==> config.mk <==
export PLATFORM = sky130hd
export DESIGN_NAME = video_crop_top
export DESIGN_NICKNAME = d
export VERILOG_FILES = /design/src/source/crop_key_pkg.sv /design/src/source/video_geom_pkg.sv /design/src/source/video_crop_top.sv /design/src/source/screen_monitor.sv /design/src/source/frame_timing.sv /design/src/source/line_timing.sv /design/src/source/crop_key_decoder.sv
export SDC_FILE = /design/constraint.sdc
export NUM_CORES = 1
export LEC_CHECK = 0
export BUFFER_PORTS_ARGS = -buffer_cell sky130_fd_sc_hd__buf_2
export CAP_MARGIN = 30
export CORE_MARGIN = 2
export CORE_UTILIZATION = 55
export CTS_BUF_LIST = sky130_fd_sc_hd__clkbuf_2
export CTS_CLUSTER_DIAMETER = 120
export DETAILED_ROUTE_END_ITERATION = 8
export PLACE_DENSITY = 0.77
export SLEW_MARGIN = 20
export SYNTH_ARGS = -nofsm -noshare
export SYNTH_HDL_FRONTEND = slang
export SYNTH_SLANG_ARGS = --single-unit
==> constraint.sdc <==
create_clock -name clk_sys -period 9.9 [get_ports clk_sys]
set_input_delay 1.485 -clock clk_sys [delete_from_list [all_inputs] [get_ports clk_sys]]
set_output_delay 1.485 -clock clk_sys [all_outputs]
set_load 0.05 [all_outputs]
==> src/source/crop_key_pkg.sv <==
/*
 * Crop key definitions.
 * Keyboard event type, the key codes that move the crop window
 * and the default crop step sizes.
 */

`default_nettype none

package crop_key_pkg;

	localparam logic [1:0] KEY_EVT_TYPE = 2'd3;  // event carries a key code

	// key codes as delivered by the host
	localparam logic [7:0] KEY_BACKSPACE = 8'h41;
	localparam logic [7:0] KEY_UP        = 8'h4C;
	localparam logic [7:0] KEY_DOWN      = 8'h4D;
	localparam logic [7:0] KEY_RIGHT     = 8'h4E;
	localparam logic [7:0] KEY_LEFT      = 8'h4F;
	localparam logic [7:0] KEY_ALT_L     = 8'h64;
	localparam logic [7:0] KEY_ALT_R     = 8'h65;
	localparam logic [7:0] KEY_ALT_L_UP  = 8'hE4;  // release codes
	localparam logic [7:0] KEY_ALT_R_UP  = 8'hE5;

	// crop steps per key press
	localparam int H_STEP_DEF = 4;  // pixels
	localparam int V_STEP_DEF = 1;  // lines

endpackage

`default_nettype wire

==> src/source/video_geom_pkg.sv <==
/*
 * Video geometry definitions.
 * Shared counter width, coordinate and resolution types, and the
 * forced blanking margins used by the line and frame timing blocks.
 */

`default_nettype none

package video_geom_pkg;

	// width of every pixel / line counter and offset
	localparam int CNT_W = 12;

	// unsigned pixel or line coordinate
	typedef logic [CNT_W-1:0] coord_t;

	// bit 0 hires, bit 1 superhires
	typedef logic [1:0] res_t;

	// forced horizontal blank, counts from each end of the line
	localparam coord_t HBL_MARGIN_DEF = 12'd8;

	// forced vertical blank around the sync area, in lines
	localparam coord_t VBL_TOP_MARGIN = 12'd2;  // after end of vsync
	localparam coord_t VBL_BOT_MARGIN = 12'd1;  // before frame end

endpackage

`default_nettype wire
==> src/source/video_crop_top.sv <==
/*
 * Video crop top level.
 * Key decoder, line and frame timing and the screen monitor, all on
 * clk_sys. Produces the cropped display enable and the per-frame
 * screen geometry snapshot.
 */

`timescale 1ns/10ps
`default_nettype none

module video_crop_top (
	input  wire                     clk_sys,
	input  wire                     reset,
	input  wire [7:0]               kbd_data,
	input  wire [1:0]               kbd_type,
	input  wire                     kbd_level,
	input  wire                     preset_load,
	input  video_geom_pkg::coord_t  preset_hbl_l,
	input  video_geom_pkg::coord_t  preset_hbl_r,
	input  video_geom_pkg::coord_t  preset_vbl_t,
	input  video_geom_pkg::coord_t  preset_vbl_b,
	input  wire                     hs,         // active low
	input  wire                     vs,         // active low
	input  wire                     hblank,
	input  wire                     vblank_in,
	input  wire                     field1,
	input  wire                     lace,
	input  video_geom_pkg::res_t    res,
	output wire                     de,
	output video_geom_pkg::coord_t  scr_hbl_l,
	output video_geom_pkg::coord_t  scr_hbl_r,
	output video_geom_pkg::coord_t  scr_vbl_t,
	output video_geom_pkg::coord_t  scr_vbl_b,
	output video_geom_pkg::coord_t  scr_hsize,
	output video_geom_pkg::coord_t  scr_vsize,
	output video_geom_pkg::res_t    scr_res,
	output wire [6:0]               scr_flg
);

	wire vblank = vblank_in | ~vs;  // vsync counts as blanking
	wire hbl;

	video_geom_pkg::coord_t hbl_l;
	video_geom_pkg::coord_t hbl_r;
	video_geom_pkg::coord_t vbl_t;
	video_geom_pkg::coord_t vbl_b;
	video_geom_pkg::coord_t hsize;
	video_geom_pkg::coord_t vsize;
	video_geom_pkg::coord_t vcnt;

	crop_key_decoder #(
		.H_STEP (crop_key_pkg::H_STEP_DEF),
		.V_STEP (crop_key_pkg::V_STEP_DEF)
	) u_keys (
		.clk_sys, .reset,
		.kbd_data, .kbd_type, .kbd_level,
		.preset_load, .preset_hbl_l, .preset_hbl_r, .preset_vbl_t, .preset_vbl_b,
		.hbl_l, .hbl_r, .vbl_t, .vbl_b
	);

	line_timing #(
		.HBL_MARGIN (video_geom_pkg::HBL_MARGIN_DEF)
	) u_line (
		.clk_sys, .reset,
		.hs, .hblank, .field1, .vcnt,
		.hbl_l, .hbl_r,
		.hbl, .hsize
	);

	frame_timing u_frame (
		.clk_sys, .reset,
		.hs, .vs, .vblank, .field1, .lace, .hbl,
		.vbl_t, .vbl_b,
		.vcnt, .vsize, .de
	);

	screen_monitor u_mon (
		.clk_sys, .reset, .vblank,
		.hbl_l, .hbl_r, .vbl_t, .vbl_b,
		.hsize, .vsize, .res,
		.scr_hbl_l, .scr_hbl_r, .scr_vbl_t, .scr_vbl_b,
		.scr_hsize, .scr_vsize, .scr_res, .scr_flg
	);

endmodule

`default_nettype wire

==> src/source/screen_monitor.sv <==
/*
 * Screen monitor.
 * Takes a snapshot of the crop offsets, the measured geometry and the
 * resolution when vblank ends, and counts screen mode changes.
 */

`timescale 1ns/10ps
`default_nettype none

module screen_monitor (
	input  wire                     clk_sys,
	input  wire                     reset,
	input  wire                     vblank,
	input  video_geom_pkg::coord_t  hbl_l,
	input  video_geom_pkg::coord_t  hbl_r,
	input  video_geom_pkg::coord_t  vbl_t,
	input  video_geom_pkg::coord_t  vbl_b,
	input  video_geom_pkg::coord_t  hsize,
	input  video_geom_pkg::coord_t  vsize,
	input  video_geom_pkg::res_t    res,
	output video_geom_pkg::coord_t  scr_hbl_l,
	output video_geom_pkg::coord_t  scr_hbl_r,
	output video_geom_pkg::coord_t  scr_vbl_t,
	output video_geom_pkg::coord_t  scr_vbl_b,
	output video_geom_pkg::coord_t  scr_hsize,
	output video_geom_pkg::coord_t  scr_vsize,
	output video_geom_pkg::res_t    scr_res,
	output logic [6:0]              scr_flg
);

	logic vblank_d;
	logic mode_chg;

	assign mode_chg = (scr_res != res) || (scr_hsize != hsize) || (scr_vsize != vsize);

	always_ff @(posedge clk_sys or posedge reset) begin
		if (reset) begin
			vblank_d  <= 1'b0;
			scr_hbl_l <= '0;
			scr_hbl_r <= '0;
			scr_vbl_t <= '0;
			scr_vbl_b <= '0;
			scr_hsize <= '0;
			scr_vsize <= '0;
			scr_res   <= '0;
			scr_flg   <= '0;
		end else begin
			vblank_d <= vblank;
			if (vblank_d && !vblank) begin  // once per frame
				scr_hbl_l <= hbl_l;
				scr_hbl_r <= hbl_r;
				scr_vbl_t <= vbl_t;
				scr_vbl_b <= vbl_b;
				scr_hsize <= hsize;
				scr_vsize <= vsize;
				scr_res   <= res;
				if (mode_chg) scr_flg <= scr_flg + 1'b1;
			end
		end
	end

endmodule

`default_nettype wire

==> src/source/frame_timing.sv <==
/*
 * Frame timing.
 * Counts lines, records end of vblank, end of vsync and frame length,
 * adds the odd field height in interlace, and forms the vertical crop
 * and forced blanks. The display enable is registered from both blanks.
 */

`timescale 1ns/10ps
`default_nettype none

module frame_timing (
	input  wire                     clk_sys,
	input  wire                     reset,
	input  wire                     hs,       // active low
	input  wire                     vs,       // active low
	input  wire                     vblank,
	input  wire                     field1,
	input  wire                     lace,
	input  wire                     hbl,
	input  video_geom_pkg::coord_t  vbl_t,
	input  video_geom_pkg::coord_t  vbl_b,
	output video_geom_pkg::coord_t  vcnt,
	output video_geom_pkg::coord_t  vsize,
	output logic                    de
);

	logic hs_d;
	logic vs_d;
	logic vblank_d;
	logic hbl_d;
	logic svbl;  // crop blank
	logic fvbl;  // forced blank
	logic vbl_rise;
	logic vbl_fall;
	logic line_start;

	video_geom_pkg::coord_t vend;      // first active line
	video_geom_pkg::coord_t vmax;      // frame length
	video_geom_pkg::coord_t vs_end;    // line of vsync end
	video_geom_pkg::coord_t f1_vend;
	video_geom_pkg::coord_t f1_vsize;  // odd field height
	video_geom_pkg::coord_t bot_line;

	assign vbl_rise = !vblank_d && vblank;
	assign vbl_fall = vblank_d && !vblank;

	// blanks switch at the start of visible line or at line 0
	assign line_start = (hbl_d && !hbl) || (vcnt == '0);

	// top bit set means counted back from frame end
	assign bot_line = vbl_b[video_geom_pkg::CNT_W-1] ? vmax + vbl_b : vbl_b;

	always_ff @(posedge clk_sys or posedge reset) begin
		if (reset) begin
			hs_d     <= 1'b1;
			vs_d     <= 1'b1;
			vblank_d <= 1'b0;
			hbl_d    <= 1'b1;
			vcnt     <= '0;
			vend     <= '0;
			vmax     <= '0;
			vs_end   <= '0;
			f1_vend  <= '0;
			f1_vsize <= '0;
			vsize    <= '0;
			svbl     <= 1'b1;
			fvbl     <= 1'b1;
			de       <= 1'b0;
		end else begin
			hs_d     <= hs;
			vs_d     <= vs;
			vblank_d <= vblank;
			hbl_d    <= hbl;

			if (hs_d && !hs) vcnt <= vcnt + 1'b1;
			if (vbl_rise)    vcnt <= '0;

			if (!lace || !field1) begin
				if (vbl_fall)     vend   <= vcnt;
				if (!vs_d && vs)  vs_end <= vcnt;
				if (vbl_rise) begin
					vmax     <= vcnt;
					vsize    <= vcnt - vend + f1_vsize;  // both fields in lace
					f1_vsize <= '0;
				end
			end else begin
				if (vbl_fall) f1_vend  <= vcnt;
				if (vbl_rise) f1_vsize <= vcnt - f1_vend;
			end

			if (line_start) begin
				if (vcnt == vend + vbl_t) svbl <= 1'b0;
				if (vcnt == bot_line)     svbl <= 1'b1;

				if (vcnt == vmax - video_geom_pkg::VBL_BOT_MARGIN)   fvbl <= 1'b1;
				if (vcnt == vs_end + video_geom_pkg::VBL_TOP_MARGIN) fvbl <= 1'b0;
			end

			de <= !hbl && !svbl && !fvbl;
		end
	end

endmodule

`default_nettype wire

==> src/source/line_timing.sv <==
/*
 * Line timing.
 * Counts pixels from the end of hsync, measures where active video
 * starts and ends, and builds the horizontal blank from the crop
 * offsets plus forced margins at both line ends.
 */

`timescale 1ns/10ps
`default_nettype none

module line_timing #(
	parameter video_geom_pkg::coord_t HBL_MARGIN = video_geom_pkg::HBL_MARGIN_DEF
) (
	input  wire                     clk_sys,
	input  wire                     reset,
	input  wire                     hs,       // active low
	input  wire                     hblank,
	input  wire                     field1,
	input  video_geom_pkg::coord_t  vcnt,
	input  video_geom_pkg::coord_t  hbl_l,
	input  video_geom_pkg::coord_t  hbl_r,
	output wire                     hbl,
	output video_geom_pkg::coord_t  hsize
);

	// compare two counts early to line up with the blank register
	localparam video_geom_pkg::coord_t EDGE_ADJ = 12'd2;

	logic hs_d;
	logic hblank_d;
	logic shbl;  // crop blank
	logic fhbl;  // forced margin blank

	video_geom_pkg::coord_t hcnt;
	video_geom_pkg::coord_t hend;  // active start
	video_geom_pkg::coord_t hsta;  // active end
	video_geom_pkg::coord_t hmax;  // line length
	video_geom_pkg::coord_t crop_on;
	video_geom_pkg::coord_t crop_off;

	assign crop_off = hend + hbl_l - EDGE_ADJ;
	assign crop_on  = hsta + hbl_r - EDGE_ADJ;

	assign hbl = fhbl | shbl | ~hs;

	always_ff @(posedge clk_sys or posedge reset) begin
		if (reset) begin
			hs_d     <= 1'b1;
			hblank_d <= 1'b0;
			hcnt     <= '0;
			hend     <= '0;
			hsta     <= '0;
			hmax     <= '0;
			shbl     <= 1'b1;
			fhbl     <= 1'b1;
			hsize    <= '0;
		end else begin
			hs_d     <= hs;
			hblank_d <= hblank;

			hcnt <= hcnt + 1'b1;
			if (!hs) hcnt <= '0;  // held at zero through sync

			if (hblank_d && !hblank) hend <= hcnt;
			if (!hblank_d && hblank) hsta <= hcnt;
			if (hs_d && !hs)         hmax <= hcnt;

			if (hcnt == crop_off) shbl <= 1'b0;
			if (hcnt == crop_on)  shbl <= 1'b1;

			if (hcnt == HBL_MARGIN)        fhbl <= 1'b0;
			if (hcnt == hmax - HBL_MARGIN) fhbl <= 1'b1;

			// width taken from line 1 of an even field
			if (!hblank_d && hblank && !field1 && (vcnt == 12'd1)) hsize <= hcnt - hend;
		end
	end

endmodule

`default_nettype wire

==> src/source/crop_key_decoder.sv <==
/*
 * Crop key decoder.
 * Watches the toggling keyboard event level and turns arrow keys
 * into four crop offsets. Alt selects the right / bottom offset,
 * backspace clears all of them and a preset strobe overrides.
 */

`timescale 1ns/10ps
`default_nettype none

module crop_key_decoder #(
	parameter int H_STEP = crop_key_pkg::H_STEP_DEF,
	parameter int V_STEP = crop_key_pkg::V_STEP_DEF
) (
	input  wire                     clk_sys,
	input  wire                     reset,
	input  wire [7:0]               kbd_data,
	input  wire [1:0]               kbd_type,
	input  wire                     kbd_level,
	input  wire                     preset_load,
	input  video_geom_pkg::coord_t  preset_hbl_l,
	input  video_geom_pkg::coord_t  preset_hbl_r,
	input  video_geom_pkg::coord_t  preset_vbl_t,
	input  video_geom_pkg::coord_t  preset_vbl_b,
	output video_geom_pkg::coord_t  hbl_l,
	output video_geom_pkg::coord_t  hbl_r,
	output video_geom_pkg::coord_t  vbl_t,
	output video_geom_pkg::coord_t  vbl_b
);

	localparam video_geom_pkg::coord_t H_INC = video_geom_pkg::coord_t'(H_STEP);
	localparam video_geom_pkg::coord_t V_INC = video_geom_pkg::coord_t'(V_STEP);

	logic level_d;  // level seen on previous clock
	logic alt;      // alt key held
	logic key_evt;

	// new event whenever the level toggles
	assign key_evt = (level_d ^ kbd_level) && (kbd_type == crop_key_pkg::KEY_EVT_TYPE);

	always_ff @(posedge clk_sys or posedge reset) begin
		if (reset) begin
			level_d <= 1'b0;
			alt     <= 1'b0;
			hbl_l   <= '0;
			hbl_r   <= '0;
			vbl_t   <= '0;
			vbl_b   <= '0;
		end else begin
			level_d <= kbd_level;

			if (key_evt) begin
				case (kbd_data)
					crop_key_pkg::KEY_BACKSPACE: begin
						hbl_l <= '0;
						hbl_r <= '0;
						vbl_t <= '0;
						vbl_b <= '0;
					end
					crop_key_pkg::KEY_UP: begin
						if (alt) vbl_b <= vbl_b + V_INC;
						else     vbl_t <= vbl_t + V_INC;
					end
					crop_key_pkg::KEY_DOWN: begin
						if (alt) vbl_b <= vbl_b - V_INC;
						else     vbl_t <= vbl_t - V_INC;
					end
					crop_key_pkg::KEY_LEFT: begin
						if (alt) hbl_r <= hbl_r + H_INC;
						else     hbl_l <= hbl_l + H_INC;
					end
					crop_key_pkg::KEY_RIGHT: begin
						if (alt) hbl_r <= hbl_r - H_INC;
						else     hbl_l <= hbl_l - H_INC;
					end
					crop_key_pkg::KEY_ALT_L, crop_key_pkg::KEY_ALT_R:       alt <= 1'b1;
					crop_key_pkg::KEY_ALT_L_UP, crop_key_pkg::KEY_ALT_R_UP: alt <= 1'b0;
					default: ;  // other keys ignored
				endcase
			end

			// preset wins over a key on the same edge
			if (preset_load) begin
				hbl_l <= preset_hbl_l;
				hbl_r <= preset_hbl_r;
				vbl_t <= preset_vbl_t;
				vbl_b <= preset_vbl_b;
			end
		end
	end

endmodule

`default_nettype wire

Yosys cells after proc, flatten, opt, wreduce, memory -nomap -nowiden
Cells that the tools add are included.
- equality and inequality tests: 30
- bitwise operators: 7
- multiplexer cells: 36
- reductions and logical operators: 51
- add/subtract/negate cells: 24
- operators with widths (cell ; count):
    $mux W12 ; 23
    $pmux W12 S3 ; 4
    $eq A12 B12 Y1 ; 7
    $add A12 B12 Y12 ; 5
    $eq A8 B7 Y1 const B ; 7
    $add A12 B1 Y12 const B ; 4
    $sub A12 B1 Y12 const B ; 3
    $sub A12 B12 Y12 ; 3
    $add A12 B3 Y12 const B ; 2
    $ne A12 B12 Y1 ; 2
    $sub A12 B2 Y12 const B ; 2
    $sub A12 B3 Y12 const B ; 2
    $eq A8 B8 Y1 const B ; 2
    $reduce_and A2 Y1 ; 8
    $reduce_and A4 Y1 ; 4
    $reduce_bool A2 Y1 ; 7
    $add A12 B2 Y12 const B ; 1
    $eq A12 B1 Y1 const B ; 1
    $eq A12 B4 Y1 const B ; 1
    $logic_and A1 B1 Y1 ; 12
    $logic_not A12 Y1 ; 1
    $ne A3 B2 Y1 const B ; 4
    $ne A3 B3 Y1 const B ; 4
    $sub A12 B4 Y12 const B ; 1
    other kinds (12) ; 38
- register bits after elaboration: 285
- input port bits: 70
- output and inout bits: 82
- logic and storage cells: 184

Longest topological paths before layout
Gate-level depths: netlist of run 1.
- word-level depth: 6
- depth in mapped cells: 15
- gate-level depth less buffers: 14

By module
A second synthesis of run 1 with hierarchy kept.
- cell total of the unflattened synthesis: 2051
- area, all modules: 19237.2 um^2
- modules (own cells, without submodules) (module ; sequential area each (um^2) ; cells each ; area an instance (um^2) ; instances):
    frame_timing ; 2283.4 ; 805 ; 6999.2 ; 1
    line_timing ; 1605.3 ; 556 ; 5057.4 ; 1
    crop_key_decoder ; 1251.2 ; 471 ; 3814.9 ; 1
    screen_monitor ; 2052.0 ; 218 ; 3359.5 ; 1
    video_crop_top ; 0.0 ; 1 ; 6.3 ; 1

Worst setup path before layout of run 1
OpenSTA, ideal clock, no wires.
- path kind: input port to flip-flop
- from: in kbd_data[5]
- to: reg u_keys.vbl_b[11]
- slack: 4.951 ns
- library setup time: 0.087 ns
- arrival: 4.862 ns
- stages: 14
- buffers on the path: 1
- cell sequence: nor4b_2 > nand3_1 > nor2_2 > and2_1 > clkbuf_1 > ha_1 > a211o_1 > a21oi_1 > o21ai_0 > a21oi_1 > a21oi_1 > xnor2_1 > or4_1 > o211ai_1
- longest elaborated chain between the ends: 4
- elaborated cells between the ends (all ways): 10
- those cells by class: eq/ne: 5; mux: 3; reduce/logical: 2
- ends and longest elaborated chain (element ; RTL line ; text):
    start: declaration ; video_crop_top.sv:14 ; input wire [7:0] kbd_data,
    $eq A8 B7 Y1 ; crop_key_decoder.sv:53 ; case (kbd_data)
    $pmux W12 S3 ; crop_key_decoder.sv:53 ;
    $mux W12 ; crop_key_decoder.sv:52 ; if (key_evt) begin
    $mux W12 ; crop_key_decoder.sv:83 ; if (preset_load) begin
    end signal: assignment ; crop_key_decoder.sv:61 ; if (alt) vbl_b <= vbl_b + V_INC;
    end signal: assignment ; crop_key_decoder.sv:65 ; if (alt) vbl_b <= vbl_b - V_INC;
    end signal: assignment ; crop_key_decoder.sv:87 ; vbl_b <= preset_vbl_b;
    end: declaration ; crop_key_decoder.sv:28 ; output video_geom_pkg::coord_t vbl_b
Parallel ways exist; a longest one is shown, timed or not. The select of a mux whose other input is x is not followed.
A chain may end at the register's enable or synchronous reset.

Final worst setup path of run 1
- from: in kbd_data[5]
- to: reg u_keys.hbl_l[9]
- longest elaborated chain between the ends: 4
- elaborated cells between the ends (all ways): 10
- those cells by class: eq/ne: 5; mux: 3; reduce/logical: 2
- ends and longest elaborated chain (element ; RTL line ; text):
    $eq A8 B7 Y1 ; crop_key_decoder.sv:53 ;
    $pmux W12 S3 ; crop_key_decoder.sv:53 ;
    $mux W12 ; crop_key_decoder.sv:52 ;
    $mux W12 ; crop_key_decoder.sv:83 ;
    end signal: assignment ; crop_key_decoder.sv:70 ; else hbl_l <= hbl_l + H_INC;
    end signal: assignment ; crop_key_decoder.sv:74 ; else hbl_l <= hbl_l - H_INC;
    end signal: assignment ; crop_key_decoder.sv:84 ; hbl_l <= preset_hbl_l;
    end: declaration ; crop_key_decoder.sv:25 ; output video_geom_pkg::coord_t hbl_l,
Parallel ways exist; a longest one is shown, timed or not. The select of a mux whose other input is x is not followed.

==> impl_metrics.yaml, run 1 <==
run_status:
  outcome: "complete, no violations"
timing:
  fin_setup_tns_ns: 0
  worst_pin_slew_ns: 0.969
  skew_ns: 0.0927
  relSlewSlack_pct: 35.4
  hold_violations: 0
  fmax_ghz: 0.238
  rsz0062_at_grt: "false"
  finalCriticalPeriod_ns: 4.20
  finalCritPeriodShare_pct: 42.4
  setup_violations: 0
  drv_slew: 0
pwr:
  pwr_density_cell_nw_per_um2: 214
  ir_worst_vdd_v: 0.000145
  leakagePower_nw: 9.84
logic_synthesis:
  dominantRegCellSynth: "dfrtp_1"
  syn_nets: 2230
  synth_edf_count: 0
  ys_seq_area_share_pct: 38.2
  yosys_warnings: 0
  synth.largest_area_cell: "dfrtp_1"
  avgSynthCellArea_sq_um: 9.37
  synthArstFlopShare_pct: 100
  yosys.area.top_type_share_pct: 37.2
  synth_top_cells_by_area: "dfrtp_1 37%, ha_1 9.6%, xnor2_1 8.2%, mux2_2 5.0%, o21ai_0 3.9%"
  syn_inst: 1996
  synth_cell_types: 75
  syn_area_sq_um: 18700
  synth_seq_cells: 285
layout:
  fillCellCount: 2886
  drive_above_1_share_pct: 17.7
  mostFrequentLayoutCell: "dfrtp_1"
  final_cell_mix: "278 x dfrtp_1, 188 x nand2_1, 175 x xnor2_1"
  nNetsFinal: 2397
  fin_util_pct: 61.2
  synthToLayoutAreaGrowth_pct: 9.72
worst_hold_path:
  hp-class: "reg -> reg"
  hold_end: "u_mon.scr_flg[6]"
  hold_start: "u_mon.scr_flg[6]"
  whs_path_depth: 1
detailed_routing:
  first_pass_iters: 5
  totalWireLength_microns: 48700
  drt_iter0_drc: 1037
  via_per_inst: 5.80
  ant_nets: 0
  drcViolationCount: 0
  vias: 15500
  wl_per_cell_microns: 18.2
worst_setup_path:
  cp_max_fo: 20
  end_kind: "flop"
  r2r-start: "u_frame.vcnt[2]"
  setup.worst_path.start: "kbd_data[5]"
  startpoint_type: "input port"
  rr_worst_depth: 12
  path_class: "in -> reg"
  rrSetupSlack_ns: 5.95
  r2r-end: "u_frame.vsize[10]"
  required_ns: 10.71
  cp_data_arrival_time_ns: 5.01
die:
  io_pins: 152
  fp-row-count: 67
  core_area_sq_um: 33500
  die_height_microns: 188
  start_util_pct: 55.8
  die_w_microns: 188
  dieArea_sq_um: 35500
clock_tree:
  cts.sinks: 285
  cts_tree: "yes"
  clock_latency_ns: 0.96
  cts_hold_buf: 0
  cts_resized: 0
  htree_levels: 3
  root_buffer: "clkbuf_2"
  clk_path_buf_depth: 3
  post_cts_buffers: 0
  cts-buffers-inserted: 80
  cts.clk_slew.worst_paths_ns: 0.10
place:
  io_buffers: 151
  routabilityCongestion: 0.917
  place_hpwl_microns: 35400
global_routing:
  track_usage_pct: 27.6
  grt_overflow: 0
  grt_pass1_vias: 15300
  antenna_found_initial: 3
  grt_max_degree: 178
  grt_pass1_wl_microns: 78200
run:
  cap_viol_max_count: 0
cell families (layout without fill, tap and decap cells):
logic type | Yosys count | count (layout) | synth area share [%]
AND/OR/NAND/NOR | 533 | 533 | 13.7
multiplexers | 86 | 86 | 5.16
XOR/XNOR | 240 | 240 | 11.2
flip-flops | 285 | 285 | 38.2
AO/OA/AOI/OAI | 436 | 436 | 14.7
adder cells (fa/ha/maj) | 164 | 164 | 11.8
buffers and inverters | 252 | 476 | 5.24
other | 0 | 3 | 0
cell type report:
| class | instances | area, sq um | share of cell area [%] |
|---|---|---|---|
| repair buffers | 164 | 873 | 4.26 |
| flip-flops and latches | 285 | 7140 | 34.8 |
| clock buffers | 114 | 571 | 2.78 |
| inverters | 173 | 657 | 3.20 |
| well taps | 448 | 561 | 2.73 |
| multi-input cells | 1459 | 10600 | 51.6 |
| clock inverters | 25 | 121 | 0.591 |
| diodes | 3 | 7.51 | 0.0366 |
worst max-delay path by stage:
| stage | end | slack, ns |
|---|---|---|
| 2_1_floorplan | u_frame.de | 0.56 |
| 3_3_place_gp | u_keys.vbl_b[11] | 4.63 |
| 3_5_place_dp | u_keys.hbl_l[11] | 4.86 |
| 4_1_cts | u_keys.hbl_r[10] | 5.90 |
| 5_1_grt | u_keys.hbl_l[11] | 5.40 |
| 6_report | u_keys.hbl_l[9] | 5.70 |
power breakdown:
part           switching [mW]  internal (mW)
Sequential              0.242           1.39
Combinational            1.16          0.747
Clock                   0.518          0.333
synthesized netlist by cell type (all sizes together), types with 9 or more instances:
master / number
and3: 14
nor3: 60
nand4: 21
nor2b: 18
fa: 21
nand2b: 11
or3: 20
o31ai: 18
ha: 143
and2: 15
or2: 9
a21o: 15
buf: 14
inv: 168
mux2: 83
nor2: 103
nand2: 189
o21a: 23
clkbuf: 65
a21boi: 10
o21ai: 147
xnor2: 175
xor2: 65
dfrtp: 278
nor4: 17
nand3: 35
a22oi: 15
a21oi: 111
metrics by stage:
step	setup slack [ns]	total power [mW]	cells	instance area, sq um	hold WS [ns]
finish	5.70	4.39	2671	20500	0.464
global route	5.40	4.69	2671	20500	0.502
CTS	5.90	4.42	2668	20500	0.477
detailed placement	4.86	3.55	2529	19800	0.456
global placement	4.63	3.49	2527	19800	0.455
floorplan	0.563	3.08	1996	18700	0.443
worst max-delay path: stages:
cell and delay, ns:
buf_2 0.11, nor4b_2 0.34, nand4_1 0.58, nor2_1 0.26, buf_4 0.31, ha_1 0.29
a21oi_1 0.20, o21ai_0 0.14, a2111oi_0 0.63, or3_1 0.24, xnor2_1 0.06, a221oi_1 0.28
a21oi_1 0.08
per-layer routing:
layer	global-route usage [%]	routed length, microns	vias to the layer above
met5	0	0	-
met4	11.2	1690	0
met3	4.75	3040	120
met2	45.1	22900	542
met1	36.7	21100	7504
li1	-	-	7319
(Power assumes the default switching activity.)
==> run 2: changes to the inputs <==
PLACE_DENSITY = 0.74   (was 0.77)
clock period = 4.2 ns   (was 9.9 ns; I/O delays follow)
==> impl_metrics.yaml, run 2 (same netlist as run 1, synthesis figures left out) <==
run_status:
  outcome: "complete, no violations"
global_routing:
  grt_pass1_vias: 15700
  met3_usage_pct: 4.67
  grt_pass1_wl_microns: 80700
  antenna_found_initial: 2
  met1_usage_pct: 38.6
  grt_util_met2_pct: 45.9
  track_usage_pct: 28.5
  busiest_layer: "met2"
  grt_overflow: 0
  grt_max_degree: 99
detailed_routing:
  vias: 15600
  via_per_inst: 5.68
  ant_nets: 0
  wl_per_cell_microns: 18.1
  first_pass_iters: 5
  drt_iter0_drc: 1176
  totalWireLength_microns: 49600
  drcViolationCount: 0
clock_tree:
  cts.sinks: 285
  post_cts_buffers: 0
  cts_resized: 0
  clk_path_buf_depth: 3
  clock_latency_ns: 0.94
  htree_levels: 3
  cts-buffers-inserted: 80
  cts_tree: "yes"
  cts.clk_slew.worst_paths_ns: 0.09
  root_buffer: "clkbuf_2"
worst_hold_path:
  hp-class: "in -> reg"
  hold_start: "preset_vbl_b[4]"
worst_setup_path:
  cp_max_fo: 10
  rrSetupSlack_ns: 0.44
  end_kind: "flop"
  r2r-start: "u_frame.vcnt[0]"
  path_class: "reg -> reg"
  cp_data_arrival_time_ns: 4.55
  startpoint_type: "flop"
  required_ns: 4.99
  setup.worst_path.start: "u_frame.vcnt[0]"
pwr:
  ir_worst_vdd_v: 0.000376
  seq_power_share_pct: 36.7
  p_sw_share_pct: 43.7
  clockPowerShare_pct: 18.9
  intPower_mw: 5.82
  pwr_density_cell_nw_per_um2: 488
  share_comb_of_total_power_pct: 44.4
  leakagePower_nw: 10.2
  power.switching_mw: 4.52
die:
  fp-row-count: 67
  core_area_sq_um: 33500
  dieArea_sq_um: 35500
  io_pins: 152
  start_util_pct: 55.8
  die_height_microns: 188
  die_w_microns: 188
timing:
  relSlewSlack_pct: 38.2
  skew_ns: 0.0793
  drv_slew: 0
  fmax_ghz: 0.266
  finalCritPeriodShare_pct: 89.4
  finalCriticalPeriod_ns: 3.76
  setup_violations: 0
  worst_pin_slew_ns: 0.925
  rsz0062_at_grt: "false"
  hold_violations: 0
place:
  placed_cell_area_sq_um: 20000
  placedCellCount: 2553
  place_hpwl_microns: 36200
  io_buffers: 151
  routabilityCongestion: 0.929
layout:
  synthToLayoutAreaGrowth_pct: 13.3
  nNetsFinal: 2471
  drive_above_1_share_pct: 18.6
  fillCellCount: 2833
  fin_util_pct: 63.2
  design_area_sq_um: 21200
  mostFrequentLayoutCell: "dfrtp_1"
  final_cell_mix: "278 x dfrtp_1, 188 x nand2_1, 175 x xnor2_1"
  stdcell_count: 2740
run:
  cap_viol_max_count: 0
run 2: path summary, 6_finish.rpt:
kind                                      end  depth (start not counted)
min in group asynchronous  u_mon.scr_hsize[0]                          3
setup reg to reg            u_frame.vsize[10]                         14
hold reg to reg              u_mon.scr_flg[6]                          1
hold / removal                u_keys.vbl_b[4]                          3
max in group asynchronous   u_frame.vs_end[9]                          4
setup / recovery            u_frame.vsize[10]                         14
run 2: layout make-up:
| class | instances | area (sq um) | area share [%] |
|---|---|---|---|
| diodes | 1 | 2.50 | 0.0118 |
| multi-input cells | 1459 | 10600 | 50.0 |
| inverters | 173 | 653 | 3.08 |
| clock buffers | 119 | 596 | 2.81 |
| well taps | 448 | 561 | 2.65 |
| clock inverters | 17 | 66.3 | 0.313 |
| flip-flops and latches | 285 | 7140 | 33.7 |
| repair buffers | 238 | 1580 | 7.44 |
run 2: through the flow:
stage,hold slack [ns],TNS [ns],power [mW],worst slack (ns)
global route,0.0311,0,11.1,0.221
finish,0.0839,0,10.3,0.444
global placement,0.454,0,8.25,0.447
CTS,0.00524,0,10.4,0.452
floorplan,0.443,-56.03,7.27,-0.202
detailed placement,0.462,0,8.39,0.323
run 2: routing by layer:
layer | share of wire (%) | wire length (microns)
met4 | 3.1 | 1560
met2 | 46 | 23100
met3 | 5.6 | 2800
met1 | 45 | 22200
met5 | 0 | 0
run 2: power groups by stage:
stage          sequential [mW]  clock (mW)  combinational, mW
4_1_cts                   3.80        2.01               4.60
3_3_place_gp              3.82           0               4.43
6_report                  3.80        1.95               4.60
2_1_floorplan             4.52           0               2.75
5_1_grt                   3.87        2.15               5.05
3_5_place_dp              3.85           0               4.54
run 2: worst max-delay path, stage by stage (launching register included):
cell	delay [ns]
dfrtp_1	0.73
inv_1	0.32
ha_1	0.35
inv_1	0.06
ha_1	0.15
inv_1	0.06
fa_1	0.41
nor2b_1	0.13
o21ai_0	0.11
a21boi_0	0.25
o21ai_0	0.16
a21boi_0	0.39
o211a_1	0.23
o21ai_0	0.07
a41o_1	0.22
run 2: what timing repair did:
action                                  in CTS  in global routing
hold endpoints to repair                    56                  0
hold buffers                                49                  0
endpoints found under the setup margin       0                  0
==> run 3: changes to the inputs <==
CTS_CLUSTER_DIAMETER = 200   (was 120)
clock period = 3.8 ns   (was 4.2 ns; I/O delays follow)
==> impl_metrics.yaml, run 3 (same netlist as run 1, synthesis figures left out) <==
pwr:
  p_sw_share_pct: 44.0
  intPower_mw: 6.49
  power.switching_mw: 5.09
  ir_worst_vdd_v: 0.000400
  seq_power_share_pct: 36.2
  leakagePower_nw: 10.3
  clockPowerShare_pct: 19.2
  share_comb_of_total_power_pct: 44.6
  pwr_density_cell_nw_per_um2: 541
worst_setup_path:
  required_ns: 4.62
  rr_worst_depth: 11
  cp_max_fo: 8
  r2r-end: "u_frame.vsize[10]"
  r2r-start: "u_frame.vcnt[1]"
  startpoint_type: "input port"
  rrSetupSlack_ns: 0.58
  cp_data_arrival_time_ns: 4.18
  path_class: "in -> reg"
  end_kind: "flop"
die:
  dieArea_sq_um: 35500
  die_height_microns: 188
  core_area_sq_um: 33500
  io_pins: 152
  start_util_pct: 55.8
  fp-row-count: 67
  die_w_microns: 188
detailed_routing:
  first_pass_iters: 6
  via_per_inst: 5.68
  wl_per_cell_microns: 18.3
  drt_iter0_drc: 920
  drcViolationCount: 0
  vias: 15700
  ant_nets: 0
  totalWireLength_microns: 50500
clock_tree:
  htree_levels: 3
  post_cts_buffers: 0
  cts-buffers-inserted: 80
  cts_resized: 0
  cts_tree: "yes"
  cts.clk_slew.worst_paths_ns: 0.07
  root_buffer: "clkbuf_2"
  clk_path_buf_depth: 3
  cts.sinks: 285
  clock_latency_ns: 0.98
place:
  place_hpwl_microns: 36700
  io_buffers: 151
  placed_cell_area_sq_um: 20100
  routabilityCongestion: 0.895
worst_hold_path:
  whs_path_depth: 4
  hold_end: "u_keys.vbl_b[5]"
  hold_start: "preset_vbl_b[5]"
  hp-class: "in -> reg"
global_routing:
  grt_pass1_wl_microns: 82400
  grt_pass1_vias: 15900
  antenna_found_initial: 2
  grt_overflow: 0
  track_usage_pct: 29.3
  grt_max_degree: 91
timing:
  hold_slack_ns: 0.0734
  fmax_ghz: 0.298
  rsz0062_at_grt: "false"
  drv_slew: 0
  setup_violations: 0
  relSlewSlack_pct: 43.4
  worst_pin_slew_ns: 0.847
  finalCritPeriodShare_pct: 88.2
  hold_violations: 0
  finalCriticalPeriod_ns: 3.35
  skew_ns: 0.0776
layout:
  design_area_sq_um: 21400
  seq_area_sq_um: 7140
  mostFrequentLayoutCell: "dfrtp_1"
  fillCellCount: 2815
  drive_above_1_share_pct: 18.7
  synthToLayoutAreaGrowth_pct: 14.5
  nNetsFinal: 2491
  multiInputGateArea_sq_um: 10600
  final_cell_mix: "278 x dfrtp_1, 188 x nand2_1, 175 x xnor2_1"
run_status:
  outcome: "complete, no violations"
run:
  cap_viol_max_count: 0
[run 3: cell count changes in the layout (fill, tap and decap cells not counted), moves of 3 or more]
| cell | delta |
|---|---|
| clkbuf_2 | -13 |
| buf_4 | +11 |
| dlygate4sd3_1 | +10 |
| clkinv_1 | +7 |
| clkinv_2 | +6 |
| clkinvlp_4 | +3 |
[run 3: metal layers]
metal	up-vias	GRT usage [%]	share of wire [%]
met3	118	5.57	7.5
met1	7521	39.3	43
met5	-	0	0
li1	7507	-	-
met4	0	13.1	3.6
met2	557	46.3	45
[run 3: what timing repair did]
| item | CTS | global route |
|---|---|---|
| hold endpoints to repair | 92 | 0 |
| endpoints found under the setup margin | 0 | 0 |
| hold buffers | 59 | 0 |
[run 3: how the worst max path moves through the flow]
stage / start / end / slack (ns) / depth (start not counted)
6_report: kbd_data[7] / u_keys.vbl_b[11] / 0.45 / 16
5_1_grt: kbd_data[7] / u_keys.vbl_b[11] / 0.20 / 16
4_1_cts: kbd_data[7] / u_keys.vbl_b[11] / 0.52 / 16
3_5_place_dp: kbd_data[5] / u_keys.vbl_t[10] / 0.06 / 15
3_3_place_gp: kbd_data[5] / u_keys.vbl_t[10] / 0.17 / 15
2_1_floorplan: reset / u_frame.de / -0.54 / 1
[run 3: worst max-delay path: stages]
cell           delay, ns
dlygate4sd3_1       0.53
buf_2               0.14
nor4b_2             0.33
nand3_1             0.15
nor2_2              0.11
and2_1              0.31
buf_4               0.23
ha_1                0.28
o21a_1              0.13
a21oi_1             0.19
o21ai_0             0.19
a21oi_1             0.18
a21oi_1             0.09
xnor2_1             0.14
or4_1               0.47
o211ai_1            0.10
[run 3: power by group through the flow]
stage / combinational (mW) / clock (mW) / sequential, mW
after floorplan: 3.04 / 0 / 5.00
after global routing: 5.69 / 2.46 / 4.26
after detailed placement: 5.08 / 0 / 4.24
final: 5.16 / 2.23 / 4.19
after global placement: 4.96 / 0 / 4.21
after CTS: 5.16 / 2.30 / 4.18
[run 3: area by class of cell]
type | instances | share of cell area, %
Multi-Input combinational cell | 1459 | 49.5
Clock inverter | 34 | 0.842
Tap cell | 448 | 2.62
Sequential cell | 285 | 33.4
Inverter | 173 | 3.05
Clock buffer | 106 | 2.48
Antenna cell | 2 | 0.0234
Timing Repair Buffer | 258 | 8.15
[run 3: metrics by stage]
step           setup TNS (ns)  power [mW]  cells  setup slack, ns  utilization [%]
2_1_floorplan         -150.55        8.04   1996           -0.542                -
3_3_place_gp                0        9.17   2564            0.169             59.9
3_5_place_dp                0        9.32   2564           0.0581             59.9
4_1_cts                     0        11.6   2763            0.523             63.8
5_1_grt                     0        12.4   2764            0.197             63.8
6_report                    0        11.6   2765            0.447             63.8
